$ cat src/design/icache_pkg.sv
//************************************************
// shared types for the two-way instruction cache
// import with icache_pkg::* in the module header
// covers address split, store payloads and FSM states
//************************************************

package icache_pkg;

    localparam int addr_w         = 30;   // word address
    localparam int index_w        = 8;
    localparam int sets           = 256;
    localparam int tag_w          = 20;
    localparam int words_per_line = 4;
    localparam int line_w         = 128;
    localparam int word_w         = line_w / words_per_line;
    localparam int offset_w       = $clog2(words_per_line);
    localparam int line_addr_w    = addr_w - offset_w;  // l2 line address

    typedef struct packed {
        logic [tag_w-1:0]    tag;
        logic [index_w-1:0]  index;
        logic [offset_w-1:0] offset;
    } ic_addr_t;

    typedef struct packed {
        logic             valid;
        logic [tag_w-1:0] tag;
    } tag_entry_t;

    // word 0 sits in the low bits
    typedef logic [words_per_line-1:0][word_w-1:0] line_t;

    typedef logic way_sel_t;

    typedef enum logic [1:0] {
        access,
        req_l2,
        wait_l2,
        fill
    } ic_state_t;

    typedef struct packed {
        logic               en;
        logic [index_w-1:0] index;
        tag_entry_t         entry;
        line_t              line;
    } way_wr_t;

endpackage
$ cat src/design/icache_lru.sv
//************************************************
// per-set replacement bit for the two-way cache
// bit names the least recently used way
// touch flips it away from the way just used
//************************************************

`timescale 1ns/1ns

module icache_lru
    import icache_pkg::*;
(
    input  logic               clk,
    input  logic               rst_n,
    input  logic [index_w-1:0] index,
    input  logic               touch,
    input  way_sel_t           touch_way,
    output way_sel_t           lru
);

    logic [sets-1:0] lru_bits;

    always_ff @(posedge clk or negedge rst_n) begin
        if (!rst_n) begin
            lru_bits <= '0;
        end else if (touch) begin
            lru_bits[index] <= ~touch_way;  // other way is now oldest
        end
    end

    assign lru = lru_bits[index];

endmodule

$ cat config.mk
export PLATFORM = sky130hd
export DESIGN_NAME = icache_lru
export DESIGN_NICKNAME = d
export VERILOG_FILES = /design/src/design/icache_pkg.sv /design/src/design/icache_lru.sv
export SDC_FILE = /design/constraint.sdc
export NUM_CORES = 1
export LEC_CHECK = 0
export BUFFER_PORTS_ARGS = -buffer_cell sky130_fd_sc_hd__buf_2
export CAP_MARGIN = 30
export CORE_UTILIZATION = 57
export CTS_CLUSTER_DIAMETER = 150
export DETAILED_ROUTE_END_ITERATION = 10
export PLACE_DENSITY_LB_ADDON = 0.2
export SKIP_CTS_REPAIR_TIMING = 1
export SYNTH_ARGS = -nofsm -noshare
export SYNTH_HDL_FRONTEND = slang
export SYNTH_SLANG_ARGS = --single-unit
$ cat constraint.sdc
create_clock -name clk -period 3.2 [get_ports clk]
set_input_delay 0.64 -clock clk [delete_from_list [all_inputs] [get_ports clk]]
set_output_delay 0.64 -clock clk [all_outputs]
set_load 0.03 [all_outputs]
==> flow_summary.ini <==
[setup_path]
worstSetupEndpointType = output pin
crit_fanout = 9
critPathKind = primary input to output pin
crit_arrival_ns = 2.88
worstSetupStartpointType = primary input
cp.required_ns = 2.56

[cells_and_area]
nets = 1114
registers.top_by_ff_count = lru_bits
top_regs = lru_bits: 256 flops
final_common_cell = dfrtp_1
largest_reg_flops = 256
diodes = 0
nFillCells = 1473
layout_common_cells = dfrtp_1 (256), a21oi_1 (240), a31oi_1 (228)
final_util_pct = 69.7
syn_to_final_growth_pct = 19.0
drive_above_1_share_pct = 25.7

[route]
wl_mm = 32.8
dr_total_vias = 9660
avgViaCountPerCell = 6.94
drt_iter0_markers = 1069
first_pass_iters = 7
wl_per_cell_um = 23.6
ant_nets = 0
drc = 0

[yosys]
synthTopCellsByArea = dfrtp_1 (54%), mux4_2 (12%), a31oi_1 (12%)
synthDistinctLibCells = 23
syn_area_mm2 = 0.0120
yosysTopAreaCellShare_pct = 53.6
synth_area_per_cell_um2 = 11.0
syn_nets = 1102
ys_seq_area_share_pct = 53.6
synth_seq_cells = 256
yosys.area.top_type = dfrtp_1
syn_inst = 1090
ys_warn_count = 0

[sta]
finalWorstSetupSlack_ns = -0.315
fmax_mhz = 284
rsz0062_at_grt = true
hold_viol = 0
finClkSkew_ns = 0
tightestPinTransition_ns = 0.828
fin_crit_ns = 3.52
finalMaxSlewViolations = 0
setup_viol = 1
fin_crit_sh_pct = 110
maxSlewHeadroom_pct = 44.8

[job]
maxCapViolCount = 0

[die]
rows = 52
fp.dieH_um = 147
die_area_mm2 = 0.0216
start_util_pct = 58.6
chipWidth_um = 147
ios = 13
design.core.area_mm2 = 0.0204

[clocking]
cts_tree = built
cts_max_level = 1
clock_path_buffers = 3
clk_pin_slew_ns = 0.06
cts-root-buf = clkbuf_16
cts_buffers = 27
insertion_delay_ns = 0.54
clock-sinks = 256

[hold_path]
min_path_type = primary input to async pin

[grt]
first_global_vias = 9209
grtUsageTotal_pct = 31.2
grt_max_degree = 89
grt_pass1_wl_mm = 52.5
grt_overflow = 0
antenna_found_initial = 0

[pwr]
totalPowerFinal_uw = 8100
p_leak_uw = 0.00599
power.density_mw_per_mm2 = 569
ir_drop_uv = 457

[outcome]
status = complete, but fails checks
violations = setup timing

[placement]
pre_cts_ws_ns = -0.659
place.gp.congestion = 0.846
portBuffers = 12
hpwl_mm = 19.7
-- critical path, cell delays in order --
cell and delay (ns):
buf_16 0.15, buf_6 0.14, mux4_2 0.49, a22oi_2 0.21, buf_4 0.14, a21oi_1 0.08, nor4_2 0.41, o22ai_4 0.12
or3_4 0.35, buf_6 0.15
-- cell type report --
cell class	instances	area [um^2]	share of cell area, %
clock inverters	13	244	1.71
well taps	270	338	2.37
clock buffers	35	756	5.31
flip-flops and latches	256	6410	45.0
repair buffers	122	1270	8.90
multi-input cells	695	5230	36.7
-- cells in the mapped netlist --
cell	instances
a21oi_1	244
a22oi_1	32
a31oi_1	228
and2_1	1
buf_1	1
buf_2	7
buf_4	1
buf_6	2
clkbuf_1	128
dfrtp_1	256
mux4_2	64
nand2_1	11
nand2b_1	6
nand3_1	4
nor2_1	31
nor2b_1	4
nor3_1	5
nor4_1	5
o21ai_0	28
o22ai_1	1
o31ai_1	28
or2_2	2
or3_1	1
-- final timing paths --
kind | depth (start not counted) | slack [ns] | from | endpoint
hold / removal | 1 | 0.06 | rst_n | lru_bits[235]
setup reg to reg | 3 | 2.37 | lru_bits[212] | lru_bits[212]
hold reg to reg | 2 | 0.51 | lru_bits[243] | lru_bits[243]
setup / recovery | 10 | -0.32 | index[0] | lru
min in group clk | 2 | 0.51 | lru_bits[243] | lru_bits[243]
max in group asynchronous | 2 | 2.29 | rst_n | lru_bits[213]
-- per-stage QoR --
stage               setup TNS [ns]  instances  hold slack, ns  cell area (um^2)
floorplan                        0       1090           0.344             12000
global placement            -0.662       1332           0.486             12900
detailed placement          -0.659       1332           0.496             12900
CTS                         -0.674       1380          0.0770             13900
global route                -0.421       1391          0.0909             14200
finish                      -0.315       1391          0.0581             14200
-- metal layers --
| layer | up-vias | global-route usage, % | share of wire (%) |
|---|---|---|---|
| met4 | 0 | 10.6 | 2.9 |
| met1 | 4793 | 45.5 | 42 |
| met5 | - | 0 | 0 |
| met2 | 490 | 47.3 | 46 |
| li1 | 4303 | - | - |
| met3 | 74 | 5.96 | 9.1 |
-- where the power goes --
group / switching, uW / internal, uW / total [uW]
clock network: 1290 / 2220 / 3510
logic: 523 / 431 / 953
registers: 147 / 3490 / 3640
total: 1960 / 6140 / 8100
-- kinds of logic (layout without fill, tap and decap cells) --
logic type / Yosys count / in the layout / synth area share, %
mux: 64 / 64 / 12.0
flops: 256 / 256 / 53.6
buf+inv: 139 / 170 / 4.59
simple gates: 70 / 70 / 2.69
compound gates: 561 / 561 / 27.1
No activity file was read; power rests on OpenSTA's default activity.
