[config.mk]
export PLATFORM = sky130hd
export DESIGN_NAME = icache_way_store
export DESIGN_NICKNAME = d
export VERILOG_FILES = /design/src/design/icache_pkg.sv /design/src/design/icache_way_store.sv
export SDC_FILE = /design/constraint.sdc
export NUM_CORES = 1
export LEC_CHECK = 0
export BUFFER_PORTS_ARGS = -buffer_cell sky130_fd_sc_hd__buf_2
export CAP_MARGIN = 25
export CORE_MARGIN = 3
export CORE_UTILIZATION = 30
export DETAILED_ROUTE_END_ITERATION = 8
export SYNTH_ARGS = -nofsm -noshare
export SYNTH_HDL_FRONTEND = slang
export SYNTH_SLANG_ARGS = --single-unit
[constraint.sdc]
create_clock -name clk -period 4.2 [get_ports clk]
set_input_delay 0.84 -clock clk [delete_from_list [all_inputs] [get_ports clk]]
set_output_delay 0.84 -clock clk [all_outputs]
set_load 0.02 [all_outputs]
[src/design/icache_pkg.sv]
//************************************************
// shared types for the two-way instruction cache
// import with icache_pkg::* in the module header
// covers address split, store payloads and FSM states
//************************************************

package icache_pkg;

    localparam int addr_w         = 30;   // word address
    localparam int index_w        = 8;
    localparam int sets           = 256;
    localparam int tag_w          = 20;
    localparam int words_per_line = 4;
    localparam int line_w         = 128;
    localparam int word_w         = line_w / words_per_line;
    localparam int offset_w       = $clog2(words_per_line);
    localparam int line_addr_w    = addr_w - offset_w;  // l2 line address

    typedef struct packed {
        logic [tag_w-1:0]    tag;
        logic [index_w-1:0]  index;
        logic [offset_w-1:0] offset;
    } ic_addr_t;

    typedef struct packed {
        logic             valid;
        logic [tag_w-1:0] tag;
    } tag_entry_t;

    // word 0 sits in the low bits
    typedef logic [words_per_line-1:0][word_w-1:0] line_t;

    typedef logic way_sel_t;

    typedef enum logic [1:0] {
        access,
        req_l2,
        wait_l2,
        fill
    } ic_state_t;

    typedef struct packed {
        logic               en;
        logic [index_w-1:0] index;
        tag_entry_t         entry;
        line_t              line;
    } way_wr_t;

endpackage
[src/design/icache_way_store.sv]
//************************************************
// one cache way, one entry per set
// read is combinational, write lands on the clock edge
// payload_t picks tag entries or data lines
//************************************************

`timescale 1ns/1ns

module icache_way_store
    import icache_pkg::*;
#(
    parameter type payload_t = logic
) (
    input  logic               clk,
    input  logic               rst_n,
    input  logic [index_w-1:0] index,
    input  logic               wr_en,
    input  payload_t           wr_data,
    output payload_t           rd_data
);

    payload_t mem [sets];

    // reset zero also clears tag valid bits
    always_ff @(posedge clk or negedge rst_n) begin
        if (!rst_n) begin
            for (int i = 0; i < sets; i++) begin
                mem[i] <= '0;
            end
        end else if (wr_en) begin
            mem[index] <= wr_data;
        end
    end

    assign rd_data = mem[index];  // same-cycle lookup

endmodule

==> results.yml <==
drt:
  wl_per_cell_um: 21.1
  drt-total-wl_um: 34200
  routed_via_density: 5.20
  drt_iter0_markers: 673
  drc: 0
  final_antenna_net_count: 0
  drtPass1Iterations: 5
  vias: 8413
sta:
  final-setup-viol-count: 0
  max_slew_margin_pct: 33.7
  min_period_over_period_pct: 95.4
  setup_tns_ns: 0
  hold_viol: 0
  fmax_ghz: 0.250
  layout_setup_ws_ns: 0.192
  finClkSkew_ns: 0
  worstMarginPinSlew_ns: 0.995
  rsz0062_at_grt: "false"
  period_needed_ns: 4.01
  final_max_slew_viol_count: 0
clocking:
  clock_tree.root_cell: "clkbuf_16"
  cts.sinks: 256
  cts_buffers: 29
  ctsHoldBuffers: 0
  clkTransAtPathRegs_ns: 0.06
  post_cts_resized: 0
  clockBufferDepth: 3
  clkLatencyLatePin_ns: 0.54
  cts_tree: "done"
  cts_setup_buffers: 0
  htree_num_levels: 1
logic_synthesis:
  syn-instance-count: 1057
  yosysSeqAreaShare_pct: 49.8
  synth_warnings: 0
  synth_area_leaders: "dfrtp_1 (50%), mux2_2 (22%), mux4_2 (10%)"
  ys_types: 29
  synth_top_cell_by_area: "dfrtp_1"
  synth_seq_cells: 256
  synth.top_cell.area_share_pct: 49.8
  syn-num-nets: 1069
  syn_area_um2: 12900
  avgSynthCellArea_um2: 12.2
placement:
  pre_cts_slack_ns: 0.0404
  port_buffers: 12
  dpl.hpwl_um: 21800
  place.gp.congestion: 0.834
critical_path:
  required_ns: 3.36
  reg2reg_from: "mem[91]"
  cp_max_fo: 12
  cp_num_buf_inv: 4
  crit_arrival_ns: 3.17
  r2r_slack_ns: 3.42
  crit_start: "index[0]"
  slowest_delay_ns: 0.50
  cp-endpoint: "rd_data"
  reg2reg_to: "mem[91]"
  cp_cell_sequence: "buf_6 > buf_12 > mux4_2 > a22oi_1 > a21oi_1 > nor4_1 > buf_4 > o22ai_1 > a211o_1 > buf_2"
  endpoint_kind: "output port"
  reg2reg_depth: 1
  cp_num_cells: 10
  path_class: "input pin to output port"
  crit_family: "compound AO/OA/AOI/OAI gates"
  startpoint_type: "input pin"
  cpMaxStageDelayCell: "mux4_2"
floorplanning:
  core_um2: 42100
  start_util_pct: 30.6
  fp.dieW_um: 213
  die_h_um: 213
  die_area_um2: 45400
  num_rows: 75
  boundaryPins: 13
grt:
  grt_pass1_wl_um: 52900
  first_global_vias: 8720
  antenna_found_initial: 2
  grt_overflow: 0
  grt_usage_pct: 15.1
  grt_max_degree: 145
cells_and_area:
  layout-drive-gt1-share_pct: 39.7
  multiInputGateArea_um2: 6050
  fill_cells: 4054
  area_growth_pct: 13.9
  nets: 1073
  regMostFlops: "mem"
  largest_registers: "mem (256)"
  most-common-layout-cells: "mux2_2 (256), dfrtp_1 (256), nor2_1 (195), nand2_1 (104), mux4_2 (58)"
  n_antenna_cell: 0
  largest_reg_flops: 256
  area.sequential_um2: 6410
power_and_ir_drop:
  power.density_nw_per_um2: 375
  leakagePower_nw: 6.48
  ir_drop_uv: 287
min_path:
  hold_path.class: "input pin to asynchronous set/reset pin"
run_status:
  run_status: "complete, no violations"
run:
  cap_violations: 0
==> worst min path at each step <==
stage / endpoint / slack, ns / cells after the start
detailed placement: mem[251] / 0.49 / 1
global placement: mem[227] / 0.48 / 1
floorplan: mem[242] / 0.47 / 1
global route: mem[1] / 0.37 / 1
CTS: mem[1] / 0.37 / 1
finish: mem[1] / 0.31 / 1
==> layer usage <==
metal | track usage, % | wire, um | vias to the layer above
met1 | 21.7 | 15700 | 4420
met4 | 4.24 | 814 | 4
met3 | 2.57 | 2150 | 61
met2 | 23.5 | 15400 | 222
met5 | 0 | 31 | -
li1 | - | - | 3706
==> stage by stage <==
step	hold WS, ns	instances	total power [W]	area, um2	utilization, %
final	0.311	1619	0.00550	14700	34.8
after global routing	0.370	1619	0.00572	14700	34.8
after CTS	0.375	1619	0.00556	14700	34.8
after detailed placement	0.488	1569	0.00318	13800	32.7
after global placement	0.480	1568	0.00317	13800	32.6
after floorplan	0.470	1057	0.00297	12900	-
==> cell usage after synthesis (all sizes together) <==
| cell | n |
|---|---|
| a211o | 1 |
| dfrtp | 256 |
| o22ai | 1 |
| buf | 29 |
| mux2 | 256 |
| nand2 | 104 |
| clkbuf | 66 |
| a21boi | 3 |
| mux4 | 64 |
| nor2 | 196 |
| and3b | 1 |
| nor4 | 2 |
| nor2b | 6 |
| or4 | 1 |
| nand3 | 5 |
| and2 | 2 |
| nor3 | 7 |
| and3 | 5 |
| nand2b | 4 |
| a21oi | 14 |
| nor3b | 2 |
| a22oi | 32 |
==> final cells by class <==
| cell class | count | share of cell area [%] |
|---|---|---|
| Clock buffer | 43 | 5.72 |
| Clock inverter | 7 | 0.290 |
| Multi-Input combinational cell | 706 | 41.3 |
| Sequential cell | 256 | 43.7 |
| Tap cell | 539 | 4.60 |
| Timing Repair Buffer | 68 | 4.44 |
==> power breakdown <==
| part | internal, W | total (W) | switching (W) | leakage, nW |
|---|---|---|---|---|
| clock network | 0.00137 | 0.00236 | 0.000996 | 0.439 |
| registers | 0.00258 | 0.00264 | 0.0000593 | 3.53 |
| logic | 0.000218 | 0.000491 | 0.000272 | 2.51 |
| total | 0.00417 | 0.00550 | 0.00133 | 6.48 |
==> cell families (layout without fill, tap and decap cells) <==
group | after synthesis | after routing | synth area share, %
simple gates | 335 | 335 | 10.4
mux | 320 | 320 | 33.8
flops | 256 | 256 | 49.8
buf+inv | 95 | 118 | 3.34
compound gates | 51 | 51 | 2.74
Note: power is estimated with default switching activity, not from simulation.
