**config.mk**
```make
export PLATFORM = sky130hd
export DESIGN_NAME = icache_ctrl
export DESIGN_NICKNAME = d
export VERILOG_FILES = /design/src/design/icache_pkg.sv /design/src/design/icache_ctrl.sv
export SDC_FILE = /design/constraint.sdc
export NUM_CORES = 1
export LEC_CHECK = 0
export ABC_AREA = 1
export BUFFER_PORTS_ARGS = -buffer_cell sky130_fd_sc_hd__buf_2
export CORE_AREA = 2 2 331 333
export CTS_CLUSTER_SIZE = 40
export DETAILED_ROUTE_END_ITERATION = 8
export DIE_AREA = 0 0 333 335
export GPL_TIMING_DRIVEN = 0
export PLACE_DENSITY = 0.36
export REMOVE_ABC_BUFFERS = 1
export SETUP_SLACK_MARGIN = 0.2
export SYNTH_ARGS = -nofsm -noshare
export SYNTH_HDL_FRONTEND = slang
export SYNTH_SLANG_ARGS = --single-unit
```
**constraint.sdc**
```tcl
create_clock -name clk -period 3.3 [get_ports clk]
set_input_delay 0.495 -clock clk [delete_from_list [all_inputs] [get_ports clk]]
set_output_delay 0.495 -clock clk [all_outputs]
set_load 0.05 [all_outputs]
```
**src/design/icache_pkg.sv**
```systemverilog
//************************************************
// shared types for the two-way instruction cache
// import with icache_pkg::* in the module header
// covers address split, store payloads and FSM states
//************************************************

package icache_pkg;

    localparam int addr_w         = 30;   // word address
    localparam int index_w        = 8;
    localparam int sets           = 256;
    localparam int tag_w          = 20;
    localparam int words_per_line = 4;
    localparam int line_w         = 128;
    localparam int word_w         = line_w / words_per_line;
    localparam int offset_w       = $clog2(words_per_line);
    localparam int line_addr_w    = addr_w - offset_w;  // l2 line address

    typedef struct packed {
        logic [tag_w-1:0]    tag;
        logic [index_w-1:0]  index;
        logic [offset_w-1:0] offset;
    } ic_addr_t;

    typedef struct packed {
        logic             valid;
        logic [tag_w-1:0] tag;
    } tag_entry_t;

    // word 0 sits in the low bits
    typedef logic [words_per_line-1:0][word_w-1:0] line_t;

    typedef logic way_sel_t;

    typedef enum logic [1:0] {
        access,
        req_l2,
        wait_l2,
        fill
    } ic_state_t;

    typedef struct packed {
        logic               en;
        logic [index_w-1:0] index;
        tag_entry_t         entry;
        line_t              line;
    } way_wr_t;

endpackage
```
**src/design/icache_ctrl.sv**
```systemverilog
//************************************************
// instruction cache controller
// tag compare, word select and the miss/refill FSM
// drives the tag, data and lru stores of both ways
//************************************************

`timescale 1ns/1ns

module icache_ctrl
    import icache_pkg::*;
(
    input  logic                   clk,
    input  logic                   rst_n,
    input  logic                   fetch_en,
    input  ic_addr_t               if_addr,
    output logic [word_w-1:0]      cpu_data,
    output logic                   data_rdy,
    output logic                   miss_stall,
    output logic [index_w-1:0]     index,
    input  tag_entry_t             tag0_rd,
    input  tag_entry_t             tag1_rd,
    input  line_t                  line0_rd,
    input  line_t                  line1_rd,
    input  way_sel_t               lru,
    output way_wr_t                way0_wr,
    output way_wr_t                way1_wr,
    output logic                   lru_touch,
    output way_sel_t               lru_way,
    input  logic                   ic_en,
    input  logic                   l2_rdy,
    input  line_t                  l2_line,
    output logic                   irq,
    output logic [line_addr_w-1:0] l2_addr
);

    ic_state_t state;
    ic_state_t next_state;
    logic      hit0;
    logic      hit1;
    logic      hit;
    logic      lookup;   // valid fetch seen this cycle
    logic      refill;   // l2 line arrives this cycle
    way_sel_t  hit_way;
    way_sel_t  victim;
    line_t     src_line;
    way_wr_t   fill_wr;

    assign index   = if_addr.index;
    assign l2_addr = {if_addr.tag, if_addr.index};

    assign hit0    = tag0_rd.valid && (tag0_rd.tag == if_addr.tag);
    assign hit1    = tag1_rd.valid && (tag1_rd.tag == if_addr.tag);
    assign hit     = hit0 || hit1;
    assign hit_way = hit0 ? 1'b0 : 1'b1;

    assign lookup = (state == access) && fetch_en;
    assign refill = (state == req_l2) && l2_rdy;

    // empty ways first, then the lru way
    always_comb begin
        if (!tag0_rd.valid) begin
            victim = 1'b0;
        end else if (!tag1_rd.valid) begin
            victim = 1'b1;
        end else begin
            victim = lru;
        end
    end

    always_comb begin
        next_state = state;
        case (state)
            access: begin
                if (lookup && !hit) begin
                    next_state = req_l2;
                end
            end
            req_l2: begin
                if (l2_rdy) begin
                    next_state = fill;
                end else if (!ic_en) begin
                    next_state = wait_l2;  // grant dropped so irq stays up
                end
            end
            wait_l2: begin
                if (ic_en) begin
                    next_state = req_l2;
                end
            end
            fill: begin
                next_state = access;
            end
            default: begin
                next_state = access;
            end
        endcase
    end

    always_ff @(posedge clk or negedge rst_n) begin
        if (!rst_n) begin
            state <= access;
        end else begin
            state <= next_state;
        end
    end

    assign irq        = (state == req_l2) || (state == wait_l2);
    assign miss_stall = (lookup && !hit) || irq;
    assign data_rdy   = (lookup && hit) || refill;

    // hit line on lookup, l2 line while refilling
    assign src_line = (state == access) ? (hit0 ? line0_rd : line1_rd) : l2_line;
    assign cpu_data = src_line[if_addr.offset];

    always_comb begin
        fill_wr             = '0;
        fill_wr.index       = if_addr.index;
        fill_wr.entry.valid = 1'b1;
        fill_wr.entry.tag   = if_addr.tag;
        fill_wr.line        = l2_line;

        way0_wr    = fill_wr;
        way0_wr.en = refill && (victim == 1'b0);
        way1_wr    = fill_wr;
        way1_wr.en = refill && (victim == 1'b1);
    end

    assign lru_touch = data_rdy;
    assign lru_way   = refill ? victim : hit_way;

endmodule

```
==> run metrics <==
Reg power frac=1.0%; Synth Area in XOR/XNOR=0.818%; slowest CP cell=buf_4; clk_skew=0.00435 ns; Fin. Hold Viols=0; routability cong.=0.842; iteration-0 DRC count of the detailed router=662; adder-cell share of the synthesized area=0.584%; Yosys reg bits=2; Mean Syn Cell Area=5.09 µm²; # setup viols final=0; GRT Util Overall=13.7%; Worst EP required=2.80 ns; max-capacitance violation count=0; DRC=0; Post-DP HPWL=66600 µm; setup tns final=0 ns; number of global-route vias before repair=11588; Crit path largest cell delay=0.72 ns; VDD IR max=342 µV; via count=12325; CP endpoint kind=output port; WP buf/inv=4; Clock Latency Late Sink=0.22 ns; layout cell share with drive strength beyond 1=45.7%; DRT Wirelength=82500 µm; largest net degree at the start of global routing=68; area post-placement=11900 µm²; post-synth design cell area=8570 µm²; Placed Cells=3475; Tcrit/Tclk final=91.7%; CTS H-tree depth=1; total grt overflow=0; nets@finish=2577; drt via density=3.49; Reg-to-Reg End=state[1]; CTS Buf Count=3; number of hold buffers added after CTS=0; CTS tree=built; Synth Area in Simple Gates=40.2%; switching power=3.71 mW; power per cell area=406 nW/µm²; Post-Layout Cell Count=3528; Arr. time, crit path=2.53 ns; FP Rows=121; minimum clock period after layout=3.03 ns; Critical R2R Launch=state[0]; startpoint type of the worst setup path=input port; area of the core=108000 µm²; area of the die=112000 µm²; Final Slew Violations=0; Lkg Pwr=7.50 nW; Biggest register=state; Worst R2R Setup Slack=1.32 ns; P_int=1.63 mW; design area=13200 µm²; main combinational cell family by area after synthesis=buffers and inverters; worst-margin pin slew=0.996 ns; DRT Pass-1 Iters=5; slew margin rel.=33.6%; max FFs per register=2; Syn Inst Count=1684; number of I/O port buffers=808; Worst Hold Slack=0.0558 ns; Hold Path Class=in2async; Max FO, Critical Path=33; Top delay family on crit path=buffers and inverters; Switching Share=69.5%; Largest regs=state (2); antenna violations before repair=19; P&R area growth vs syn=53.6%; Die H=335 µm; RSZ-0062 raised after global routing=true; register area share after synthesis=0.584%; first-pass GRT wire length=105000 µm; WS Path Type=in2out; worst path cell trace=buf_4, inv_2, buf_12, nand3_1, nand2_2, buf_6; status=finished, final reports clean; Clock Sink Count=2; number of routed nets with antenna violations=0; IO Count=851; clk slew on worst S/H paths=0.03 ns; clk buf depth=2; synth unique cells=22; clock group share of total power=3.4%; Synth Area in Compound Gates=8.69%; combinational share of power=95.6%; Fmax=330 MHz; DR WL/cell=23.4 µm; initial core utilization=7.93%; Chip Width=333 µm; Root Driver=clkbuf_16; Synth warnings=0; r2r worst-path depth=10; mux cell area share after synthesis=0%
## Yosys cell counts
| master | n | share of area, % |
|---|---|---|
| xor2_1 | 2 | 0.20 |
| nor2_1 | 32 | 1.4 |
| o21ai_0 | 11 | 0.64 |
| nand3_1 | 199 | 12 |
| clkbuf_1 | 61 | 2.7 |
| o221ai_1 | 1 | 0.10 |
| buf_1 | 15 | 0.66 |
| buf_4 | 351 | 31 |
| conb_1 | 1 | 0.044 |
| a21oi_1 | 131 | 7.7 |
| nor2_2 | 3 | 0.22 |
| nand3_2 | 1 | 0.12 |
| nand3b_1 | 1 | 0.088 |
| o22ai_1 | 4 | 0.29 |
| ha_1 | 4 | 0.58 |
| nand2_1 | 395 | 17 |
| dfrtp_1 | 2 | 0.58 |
| buf_2 | 25 | 1.5 |
| nand4_1 | 129 | 9.4 |
| xnor2_1 | 6 | 0.61 |
| inv_2 | 4 | 0.18 |
| inv_1 | 306 | 13 |
## final cells by class
class | instances | area (µm²)
fillers | 12930 | 94900
repair buffers | 869 | 5350
multi-input cells | 925 | 4730
well taps | 1414 | 1770
inverters | 310 | 1180
clock buffers | 3 | 75.1
flip-flops and latches | 2 | 50.0
diodes | 5 | 12.5
## power groups by stage
stage	logic, mW	registers [mW]	clock network (mW)
detailed placement	4.64	0.0506	0
CTS	5.08	0.0524	0.184
global placement	3.76	0.0502	0
finish	5.11	0.0520	0.180
global route	5.45	0.0540	0.186
floorplan	2.04	0.0472	0
## worst register-to-register path, delay by kind of cell (launching register included)
family | cells | cell delay (ns)
simple gates | 6 | 0.72
fa+ha+maj | 1 | 0.17
buf+inv | 3 | 0.56
flops | 1 | 0.41
## layout by cell type, fill, tap and decap left out, drive strengths merged, types with 5 or more instances in the layout
cell    instances
nor2           35
diode           5
buf           861
xnor2           6
nand4         129
nand2         395
a21oi         131
clkbuf         10
inv           310
nand3         204
o21ai          11
## cell families (layout without fill, tap and decap cells)
kind of cell / Yosys count / count (layout)
DFF: 2 / 2
xor gates and xnor gates: 8 / 8
and+or+nand+nor: 760 / 764
other: 1 / 7
adders and majority gates: 4 / 4
buffers and inverters: 762 / 1182
AOI/OAI and AO/OA: 147 / 147
## stage by stage
| step | setup WS (ns) | total power [mW] | util (%) |
|---|---|---|---|
| after global placement | -11.13 | 3.81 | 10.5 |
| after CTS | 0.176 | 5.32 | 11.9 |
| after detailed placement | -1.63 | 4.70 | 11.0 |
| after global routing | 0.181 | 5.69 | 12.2 |
| after floorplan | -3.29 | 2.08 | - |
| final | 0.274 | 5.34 | 12.2 |
## repair_timing
item,CTS,global route
gates resized for setup,114,81
pin swaps,21,36
buffers inserted,35,2
setup endpoints to repair,38,27
cloned,6,2
## routing by layer
metal	wire length, µm	vias up	GRT usage (%)
met3	4800	57	2.00
met1	37500	5796	18.7
met5	40	-	0.0434
met4	1490	6	2.18
met2	38700	671	23.1
li1	-	5795	-
## worst max path at each step
stage	slack (ns)	start	depth (start not counted)	endpoint
3_3_place_gp	-11.13	state[0]	8	cpu_data[19]
5_1_grt	0.18	tag0_rd[6]	18	cpu_data[16]
2_1_floorplan	-3.29	state[0]	7	cpu_data[11]
3_5_place_dp	-1.63	if_addr[21]	15	cpu_data[9]
4_1_cts	0.18	if_addr[27]	16	cpu_data[9]
6_report	0.27	if_addr[1]	6	cpu_data[27]
Note: power is estimated with default switching activity, not from simulation.
